--- config.mk ---
export PLATFORM = sky130hd
export DESIGN_NAME = tiny_core
export DESIGN_NICKNAME = d
export VERILOG_FILES = /design/src/isa_pkg.sv /design/src/core_pkg.sv /design/src/core_if.sv /design/src/ram_array.sv /design/src/fetch_unit.sv /design/src/control_decoder.sv /design/src/execute_unit.sv /design/src/data_memory.sv /design/src/tiny_core.sv
export SDC_FILE = /design/constraint.sdc
export NUM_CORES = 2
export LEC_CHECK = 0
export BUFFER_PORTS_ARGS = -buffer_cell sky130_fd_sc_hd__buf_2
export CORE_MARGIN = 3
export CORE_UTILIZATION = 37
export DETAILED_ROUTE_END_ITERATION = 6
export PLACE_DENSITY = 0.52
export SLEW_MARGIN = 20
export SYNTH_ARGS = -nofsm -noshare
export SYNTH_HDL_FRONTEND = slang
export SYNTH_SLANG_ARGS = --single-unit
--- constraint.sdc ---
create_clock -name clk -period 46 [get_ports clk]
set_input_delay 2.3 -clock clk [delete_from_list [all_inputs] [get_ports clk]]
set_output_delay 2.3 -clock clk [all_outputs]
set_load 0.005 [all_outputs]
--- src/isa_pkg.sv ---
package isa_pkg;

    typedef logic [8:0] instr_t; // one program word

    typedef enum logic [1:0] {
        ITYPE_ALU    = 2'b00, // rd = rd op rs
        ITYPE_BRANCH = 2'b01, // pc relative when r0 != 0
        ITYPE_IMM    = 2'b10, // r1 = r0 + imm
        ITYPE_MEM    = 2'b11  // load or store, bit 6 picks
    } itype_t;

    typedef enum logic [2:0] {
        ALU_AND = 3'd0,
        ALU_ADD = 3'd1,
        ALU_SUB = 3'd2,
        ALU_OR  = 3'd3,
        ALU_XOR = 3'd4,
        ALU_SHL = 3'd5, // shift by rs[2:0]
        ALU_SHR = 3'd6, // logical, zero fill
        ALU_MOV = 3'd7  // rd = rs
    } alu_op_t;

    // field positions inside instr_t
    localparam int TYPE_LSB  = 7; // type sits in [8:7]
    localparam int OP_LSB    = 4; // alu op in [6:4]
    localparam int ST_BIT    = 6; // store when set
    localparam int MREG_LSB  = 4; // load/store data reg in [5:4]
    localparam int RD_LSB    = 2; // alu rd, also mem address reg
    localparam int RS_LSB    = 0; // alu rs
    localparam int IMM_W     = 7; // branch offset and immediate width

    localparam instr_t INSTR_DONE = 9'b010000000; // checked before the type field

endpackage

--- src/core_pkg.sv ---
package core_pkg;

    typedef logic [7:0] word_t;    // data word, wraps at 8 bits
    typedef logic [1:0] reg_idx_t; // r0..r3

    // one register write as seen on the trace port
    typedef struct packed {
        reg_idx_t dest; // register written
        word_t    data; // value written
    } wb_rec_t;

    // one store as seen on the trace port
    typedef struct packed {
        word_t addr; // data memory address
        word_t data; // stored value
    } st_rec_t;

endpackage

--- src/core_if.sv ---
`timescale 1ns/1ns

// decoded control from the decoder into the execute stage
interface ctrl_if;
    logic               branch_en;     // branch on r0 != 0
    logic               write_en;      // register write this cycle
    logic               mem_read;      // load
    logic               mem_write;     // store
    logic               use_immediate; // r1 = r0 + imm
    isa_pkg::alu_op_t   alu_op;
    core_pkg::reg_idx_t rd;            // destination, or store data reg
    core_pkg::reg_idx_t rs;            // second operand
    core_pkg::reg_idx_t addr_reg;      // load/store address reg
    logic [6:0]         imm;           // raw 7 bit field

    modport dec (output branch_en, write_en, mem_read, mem_write, use_immediate,
                 output alu_op, rd, rs, addr_reg, imm);
    modport exe (input branch_en, write_en, mem_read, mem_write, use_immediate,
                 input alu_op, rd, rs, addr_reg, imm);
endinterface

// core side of the data memory
interface mem_if;
    logic            we;    // store strobe
    core_pkg::word_t addr;
    core_pkg::word_t wdata;
    core_pkg::word_t rdata; // follows addr

    modport exe (output we, addr, wdata, input rdata);
    modport mem (input we, addr, wdata, output rdata);
endinterface

--- src/ram_array.sv ---
`timescale 1ns/1ns

module ram_array #(
    parameter type word_type = logic [7:0],
    parameter int DEPTH = 16,
    localparam int AW = (DEPTH > 1) ? $clog2(DEPTH) : 1
) (
    input  logic          clk,
    input  logic          we,    // write strobe
    input  logic [AW-1:0] waddr,
    input  word_type      wdata,
    input  logic [AW-1:0] raddr,
    output word_type      rdata  // async read
);

    word_type mem [DEPTH]; // storage, no reset

    always_ff @(posedge clk) begin
        if (we) begin
            mem[waddr] <= wdata; // written at the edge
        end
    end

    assign rdata = mem[raddr]; // combinational read

endmodule

--- src/fetch_unit.sv ---
`timescale 1ns/1ns

module fetch_unit #(
    parameter int PROG_DEPTH = 128,
    localparam int PW = (PROG_DEPTH > 1) ? $clog2(PROG_DEPTH) : 1
) (
    input  logic            clk,
    input  logic            rst,
    input  logic            prog_we,    // host program write
    input  logic [PW-1:0]   prog_addr,
    input  isa_pkg::instr_t prog_data,
    input  logic            start,      // host start pulse
    input  logic            done,       // done word decoded
    input  logic            redirect,   // taken branch
    input  logic [PW-1:0]   target,
    output logic            launch,     // start accepted this edge
    output logic            busy,
    output logic            done_pulse, // one cycle after the done edge
    output logic [PW-1:0]   pc,
    output isa_pkg::instr_t instr
);

    logic [PW-1:0] pc_next; // sequential pc with wrap

    assign launch  = start && !busy; // start while running is dropped
    assign pc_next = (pc == PW'(PROG_DEPTH - 1)) ? '0 : pc + PW'(1);

    ram_array #(
        .word_type (isa_pkg::instr_t),
        .DEPTH     (PROG_DEPTH)
    ) i_prog_mem (
        .clk   (clk),
        .we    (prog_we && !busy), // host loads only while idle
        .waddr (prog_addr),
        .wdata (prog_data),
        .raddr (pc),
        .rdata (instr)
    );

    always_ff @(posedge clk) begin
        if (rst) begin
            busy       <= 1'b0;
            done_pulse <= 1'b0;
            pc         <= '0;
        end else begin
            done_pulse <= 1'b0; // default low
            if (launch) begin
                busy <= 1'b1;
                pc   <= '0; // always run from address 0
            end else if (busy) begin
                if (done) begin
                    busy       <= 1'b0; // done retires, nothing else
                    done_pulse <= 1'b1;
                end else if (redirect) begin
                    pc <= target;
                end else begin
                    pc <= pc_next;
                end
            end
        end
    end

endmodule

--- src/control_decoder.sv ---
`timescale 1ns/1ns

module control_decoder (
    input  isa_pkg::instr_t instr,
    input  logic            valid, // core busy
    output logic            done,  // done word seen
    ctrl_if.dec             ctrl
);

    isa_pkg::itype_t i_type; // bits 8..7
    logic            r_w;    // bit 6, store when set

    assign i_type = isa_pkg::itype_t'(instr[isa_pkg::TYPE_LSB +: 2]);
    assign r_w    = instr[isa_pkg::ST_BIT];

    always_comb begin
        // defaults: nothing happens
        done               = 1'b0;
        ctrl.branch_en     = 1'b0;
        ctrl.write_en      = 1'b0;
        ctrl.mem_read      = 1'b0;
        ctrl.mem_write     = 1'b0;
        ctrl.use_immediate = 1'b0;
        // field extraction, overridden per type below
        ctrl.alu_op   = isa_pkg::alu_op_t'(instr[isa_pkg::OP_LSB +: 3]);
        ctrl.rd       = instr[isa_pkg::RD_LSB +: 2];
        ctrl.rs       = instr[isa_pkg::RS_LSB +: 2];
        ctrl.addr_reg = instr[isa_pkg::RD_LSB +: 2]; // mem address reg shares rd bits
        ctrl.imm      = instr[isa_pkg::IMM_W-1:0];

        if (valid) begin
            if (instr == isa_pkg::INSTR_DONE) begin
                done = 1'b1; // wins over the branch decode
            end else begin
                case (i_type)
                    isa_pkg::ITYPE_ALU: begin
                        ctrl.write_en = 1'b1; // rd = rd op rs
                    end
                    isa_pkg::ITYPE_BRANCH: begin
                        ctrl.branch_en = 1'b1; // taken only if r0 != 0
                    end
                    isa_pkg::ITYPE_IMM: begin
                        ctrl.write_en      = 1'b1;
                        ctrl.use_immediate = 1'b1;
                        ctrl.rd            = 2'd1; // always r1
                        ctrl.rs            = 2'd0; // base is r0
                    end
                    default: begin // load/store
                        ctrl.rd = instr[isa_pkg::MREG_LSB +: 2]; // data reg
                        if (r_w) begin
                            ctrl.mem_write = 1'b1;
                        end else begin
                            ctrl.mem_read = 1'b1;
                            ctrl.write_en = 1'b1; // load writes the data reg
                        end
                    end
                endcase
            end
        end
    end

endmodule

--- src/execute_unit.sv ---
`timescale 1ns/1ns

module execute_unit #(
    parameter int PROG_DEPTH = 128,
    localparam int PW = (PROG_DEPTH > 1) ? $clog2(PROG_DEPTH) : 1
) (
    input  logic              clk,
    input  logic              rst,
    input  logic              launch,   // clears the register file
    input  logic [PW-1:0]     pc,
    ctrl_if.exe               ctrl,
    mem_if.exe                mem,
    output logic              redirect, // taken branch
    output logic [PW-1:0]     target,
    output logic              wb_valid,
    output core_pkg::wb_rec_t wb_rec,
    output logic              st_valid,
    output core_pkg::st_rec_t st_rec
);

    core_pkg::word_t regs [4]; // r0..r3
    core_pkg::word_t op_a;     // regs[rd]
    core_pkg::word_t op_b;     // regs[rs]
    core_pkg::word_t imm_ext;  // sign extended immediate
    core_pkg::word_t alu_res;
    core_pkg::word_t result;   // value for the register write
    int              br_sum;   // pc + offset before wrap

    assign op_a    = regs[ctrl.rd];
    assign op_b    = regs[ctrl.rs];
    assign imm_ext = {ctrl.imm[6], ctrl.imm};

    always_comb begin
        case (ctrl.alu_op)
            isa_pkg::ALU_AND: alu_res = op_a & op_b;
            isa_pkg::ALU_ADD: alu_res = op_a + op_b;
            isa_pkg::ALU_SUB: alu_res = op_a - op_b;
            isa_pkg::ALU_OR:  alu_res = op_a | op_b;
            isa_pkg::ALU_XOR: alu_res = op_a ^ op_b;
            isa_pkg::ALU_SHL: alu_res = op_a << op_b[2:0]; // low three bits only
            isa_pkg::ALU_SHR: alu_res = op_a >> op_b[2:0];
            default:          alu_res = op_b; // move
        endcase
    end

    always_comb begin
        if (ctrl.mem_read) begin
            result = mem.rdata; // load
        end else if (ctrl.use_immediate) begin
            result = op_b + imm_ext; // op_b is r0 here
        end else begin
            result = alu_res;
        end
    end

    // branch target, wraps at PROG_DEPTH
    always_comb begin
        br_sum = int'(pc) + int'($signed(ctrl.imm));
        if (br_sum < 0) begin
            br_sum = br_sum + PROG_DEPTH;
        end else if (br_sum >= PROG_DEPTH) begin
            br_sum = br_sum - PROG_DEPTH;
        end
        target = PW'(br_sum);
    end

    assign redirect = ctrl.branch_en && (regs[0] != '0);

    // store port, data reg shares the rd field
    assign mem.we    = ctrl.mem_write;
    assign mem.addr  = regs[ctrl.addr_reg];
    assign mem.wdata = op_a;

    always_ff @(posedge clk) begin
        if (rst || launch) begin
            regs <= '{default: '0}; // fresh program starts from zero
        end else if (ctrl.write_en) begin
            regs[ctrl.rd] <= result;
        end
    end

    always_ff @(posedge clk) begin
        if (rst) begin
            wb_valid <= 1'b0;
            st_valid <= 1'b0;
        end else begin
            wb_valid <= ctrl.write_en; // one cycle strobe each
            st_valid <= ctrl.mem_write;
        end
    end

    always_ff @(posedge clk) begin
        wb_rec <= '{dest: ctrl.rd, data: result}; // payload only, no reset
        st_rec <= '{addr: mem.addr, data: mem.wdata};
    end

endmodule

--- src/data_memory.sv ---
`timescale 1ns/1ns

module data_memory #(
    parameter int DATA_DEPTH = 256,
    localparam int DW = (DATA_DEPTH > 1) ? $clog2(DATA_DEPTH) : 1
) (
    input  logic            clk,
    input  logic            busy,       // core owns the memory
    input  logic            host_we,
    input  core_pkg::word_t host_addr,
    input  core_pkg::word_t host_wdata,
    output core_pkg::word_t host_data,
    mem_if.mem              mem
);

    logic            wr_en;  // muxed write strobe
    logic [DW-1:0]   wr_addr;
    core_pkg::word_t wr_data;
    logic [DW-1:0]   rd_addr;
    core_pkg::word_t rd_data;

    // core stores while busy, host writes while idle
    assign wr_en   = busy ? mem.we : host_we;
    assign wr_addr = busy ? mem.addr[DW-1:0] : host_addr[DW-1:0]; // low bits index
    assign wr_data = busy ? mem.wdata : host_wdata;
    assign rd_addr = busy ? mem.addr[DW-1:0] : host_addr[DW-1:0];

    ram_array #(
        .word_type (core_pkg::word_t),
        .DEPTH     (DATA_DEPTH)
    ) i_data_mem (
        .clk   (clk),
        .we    (wr_en),
        .waddr (wr_addr),
        .wdata (wr_data),
        .raddr (rd_addr),
        .rdata (rd_data)
    );

    assign mem.rdata = rd_data; // load data
    assign host_data = rd_data; // host readback when idle

endmodule

--- src/tiny_core.sv ---
`timescale 1ns/1ns

module tiny_core #(
    parameter int PROG_DEPTH = 128,
    parameter int DATA_DEPTH = 256,
    localparam int PW = (PROG_DEPTH > 1) ? $clog2(PROG_DEPTH) : 1
) (
    input  logic               clk,
    input  logic               rst,
    input  logic               prog_we,    // program load
    input  logic [PW-1:0]      prog_addr,
    input  isa_pkg::instr_t    prog_data,
    input  logic               start,
    output logic               busy,
    output logic               done_pulse,
    input  logic               host_we,    // data memory access
    input  core_pkg::word_t    host_addr,
    input  core_pkg::word_t    host_wdata,
    output core_pkg::word_t    host_data,
    output logic               wb_valid,   // register write trace
    output core_pkg::reg_idx_t wb_reg,
    output core_pkg::word_t    wb_data,
    output logic               st_valid,   // store trace
    output core_pkg::word_t    st_addr,
    output core_pkg::word_t    st_data
);

    logic              launch;
    logic              done;
    logic              redirect;
    logic [PW-1:0]     target;
    logic [PW-1:0]     pc;
    isa_pkg::instr_t   instr;
    core_pkg::wb_rec_t wb_rec;
    core_pkg::st_rec_t st_rec;

    ctrl_if i_ctrl_if ();
    mem_if  i_mem_if ();

    fetch_unit #(.PROG_DEPTH(PROG_DEPTH)) i_fetch_unit (
        .clk(clk), .rst(rst), .prog_we(prog_we), .prog_addr(prog_addr),
        .prog_data(prog_data), .start(start), .done(done), .redirect(redirect),
        .target(target), .launch(launch), .busy(busy), .done_pulse(done_pulse),
        .pc(pc), .instr(instr)
    );

    control_decoder i_control_decoder (
        .instr(instr), .valid(busy), .done(done), .ctrl(i_ctrl_if.dec)
    );

    execute_unit #(.PROG_DEPTH(PROG_DEPTH)) i_execute_unit (
        .clk(clk), .rst(rst), .launch(launch), .pc(pc),
        .ctrl(i_ctrl_if.exe), .mem(i_mem_if.exe), .redirect(redirect),
        .target(target), .wb_valid(wb_valid), .wb_rec(wb_rec),
        .st_valid(st_valid), .st_rec(st_rec)
    );

    data_memory #(.DATA_DEPTH(DATA_DEPTH)) i_data_memory (
        .clk(clk), .busy(busy), .host_we(host_we), .host_addr(host_addr),
        .host_wdata(host_wdata), .host_data(host_data), .mem(i_mem_if.mem)
    );

    // flatten trace records onto plain ports
    assign wb_reg  = wb_rec.dest;
    assign wb_data = wb_rec.data;
    assign st_addr = st_rec.addr;
    assign st_data = st_rec.data;

endmodule

==> out/metrics.cfg <==
[sta]
period_minus_slack_ns=14.45
rsz0062_at_grt=no
slew_headroom_pct=19.0
drv_slew=0
final.setup.tns_ns=0
finalCritPeriodShare_pct=31.4
hold_ws_ns=0.520
hold_viol_final=0
setup_viol=0
fmax_ghz=0.0692
finClkSkew_ns=0.0950
tightestPinTransition_ns=1.22

[synth]
synthDistinctLibCells=108
synth_cells=9195
ys_warn_count=0
synth_enable_flop_cells=3200
netlist_area_um2=140000
seq_area_frac_synth_pct=69.7
ys_ff_latch=3276
syn_nets=9273
syn_avg_cell_area_um2=15.2
ys_async_sr_fraction_pct=0
synth_top_area_cell=edfxtp_1
ys.flop_type=edfxtp_1
synth_top_cell_area_share_pct=68.6
synthTopCellsByArea=edfxtp_1 69%, a22oi_1 4.3%, mux4_2 4.1%

[drt]
drc=0
first_pass_iters=6
wl_per_cell_um=32.4
first_iter_violations=11500
vias=89700
viasPerCell=6.21
ant_nets=0
wl_mm=468

[global_routing]
grt_antenna_before_repair=22
grt_usage_pct=23.5
grt_pass1_vias=88700
grt_overflow=0
grt_max_degree=197
grt_pass1_wl_mm=666

[worst_setup_path]
startpoint_type=flop
cp_slowest_cell=nor4_1
cp_cell_sequence=buf_4 > buf_4 > buf_4 > mux4_2 > mux2_2 > o22ai_1 > or4_1 > o21ai_2 > nor2_8 > inv_2 > nand2_1 > o21ai_4 > buf_4 > buf_12 > buf_4 > buf_4 > buf_4 > a221o_1 > a221oi_1 > o21ai_0 > o41ai_1 > nor4_1 > or3_1 > buf_2
worstPathRequired_ns=43.70
crit_path_max_fanout=92
crit_path_end_kind=primary output
arrival_ns=12.15
max_stage_delay_ns=0.88
crit_buf_inv=10
cp_common_cell=buf_4
criticalPathCategory=reg2out
path_delay_family=buffers and inverters

[floorplan]
dieWidth_um=621
rows=225
boundaryPins=75
initial_core_util_pct=37.2
coreArea_um2=376000
die-area_um2=386000
die_h_um=621

[clocking]
cts_num_sinks=3276
cts-root-buf=clkbuf_16
cts_resized=0
clock_latency_ns=0.96
post-cts-setup-buffers=0
cts_tree=yes
cts_buffer_depth=4
cts_buffers=358
cts.hold.buffers_added=0
path_clk_slew_ns=0.06
htree_levels=5

[run]
cap_violations=0

[outcome]
outcome=completed

[power_and_ir_drop]
power_density_nw_per_um2=43.5
vdd_ir_drop_max_uv=36.2
p_leak_nw=48.4

[finish]
drive_gt1_share_pct=18.0
final_nets=9253
area_delta_synth_final_pct=12.6

[placement]
gp_congestion=0.856
io_buffers=74
post-dp-hpwl_mm=279

[min_path]
hold_class=reg2reg

## routing by layer
metal / GRT usage, % / wire (um)
met1: 33.3 / 196000
met2: 36.1 / 212000
met5: 0 / 83
met4: 8.37 / 18200
met3: 4.25 / 41900
## logic make-up after synthesis
family	after synthesis	synth area share (%)
flops	3276	69.7
compound gates	2507	12.8
simple gates	1668	5.25
mux	909	9.21
buf+inv	768	2.48
fa+ha+maj	41	0.382
xor+xnor	26	0.172
## worst paths after layout
| kind | from | cells past startpoint | slack (ns) | endpoint |
|---|---|---|---|---|
| hold reg to reg | i_fetch_unit.pc[6]$_SDFFE_PP0P_ | 2 | 0.52 | i_fetch_unit.pc[6]$_SDFFE_PP0P_ |
| setup reg to reg | flop | 24 | 34.45 | i_execute_unit.regs[7]$_SDFFE_PP0P_ |
| hold / removal | i_fetch_unit.pc[6]$_SDFFE_PP0P_ | 2 | 0.52 | i_fetch_unit.pc[6]$_SDFFE_PP0P_ |
| setup / recovery | flop | 24 | 31.55 | host_data[5] |
## registers in the layout (all words and copies together), names as in the netlist, named ones only
name and count:
i_fetch_unit.i_prog_mem.mem 1152, i_execute_unit.st_rec 16, i_execute_unit.wb_valid 1, i_execute_unit.st_valid 1, i_fetch_unit.done_pulse 1, i_fetch_unit.busy 1
i_execute_unit.regs 32, i_data_memory.i_data_mem.mem 2048, i_execute_unit.wb_rec 10, i_fetch_unit.pc 7
## area by class of cell
type	count	area, um^2
tap	4994	6250
fill	33800	218000
clock inverter	196	2060
inverter	68	256
clock buffer	434	9380
sequential	3276	97600
timing repair buffer	320	2490
antenna	9	22.5
multi-input combinational	5151	39500
## placed cells by master (no fill, tap or decap), types with 25 or more instances in the layout
master | synthesis | routed
a21o_1 | 25 | 25
a21oi_1 | 599 | 598
a221oi_1 | 265 | 265
a222oi_1 | 89 | 89
a22o_1 | 42 | 42
a22oi_1 | 803 | 803
a31oi_1 | 230 | 229
buf_2 | 181 | 63
buf_4 | 25 | 237
bufinv_16 | 0 | 33
clkbuf_1 | 315 | 69
clkbuf_16 | 0 | 364
clkinv_1 | 2 | 74
clkinv_2 | 0 | 52
dfxtp_1 | 76 | 71
edfxtp_1 | 3200 | 3200
ha_1 | 38 | 38
inv_1 | 57 | 55
mux2_2 | 466 | 463
mux2i_1 | 186 | 183
mux4_2 | 255 | 255
nand2_1 | 355 | 343
nand3_1 | 63 | 61
nor2_1 | 924 | 894
nor2_2 | 1 | 28
nor3_1 | 34 | 30
nor3b_1 | 102 | 101
nor4_1 | 31 | 28
o21ai_0 | 95 | 90
o22ai_1 | 30 | 30
o41ai_1 | 88 | 72
## worst min-delay path, stage by stage (launching register included)
cell     delay (ns)
dfxtp_1        0.32
o21ai_0        0.07
a21oi_1        0.07
## stage by stage
step                      instance area, um^2  power [mW]  setup WS (ns)  utilization, %  std cells
after global placement                 146000        4.06          32.65            38.8      13800
after CTS                              158000        6.89          31.54            41.9      14400
final                                  158000        6.86          31.55            41.9      14400
after global routing                   158000        7.05          31.06            41.9      14400
after floorplan                        140000        3.80          30.04               -       9195
after detailed placement               146000        4.07          32.57            38.8      13800
## power breakdown
group / total [mW] / internal, mW / switching [mW]
sequential: 3.32 / 3.31 / 0.00822
combinational: 0.702 / 0.197 / 0.505
clock: 2.84 / 1.64 / 1.20
## cell usage after synthesis (all sizes together), types with 8 or more instances
cell type  number
a211oi         27
a21o           25
a21oi         599
a221o          24
a221oi        271
a222oi         89
a22o           43
a22oi         805
a311oi          9
a31o            8
a31oi         231
a32o           17
a41oi          12
and2           10
and3           25
buf           385
clkbuf        315
dfxtp          76
edfxtp       3200
ha             38
inv            66
mux2          466
mux2i         188
mux4          255
nand2         355
nand2b         20
nand3          63
nand4          21
nor2          927
nor2b          25
nor3           36
nor3b         102
nor4           32
nor4b          12
o2111ai         8
o211ai         17
o21ai         104
o22ai          31
o2bb2ai         8
o31ai          10
o41ai          88
or3            10
or4            17
xnor2          21
(Power assumes the default switching activity.)
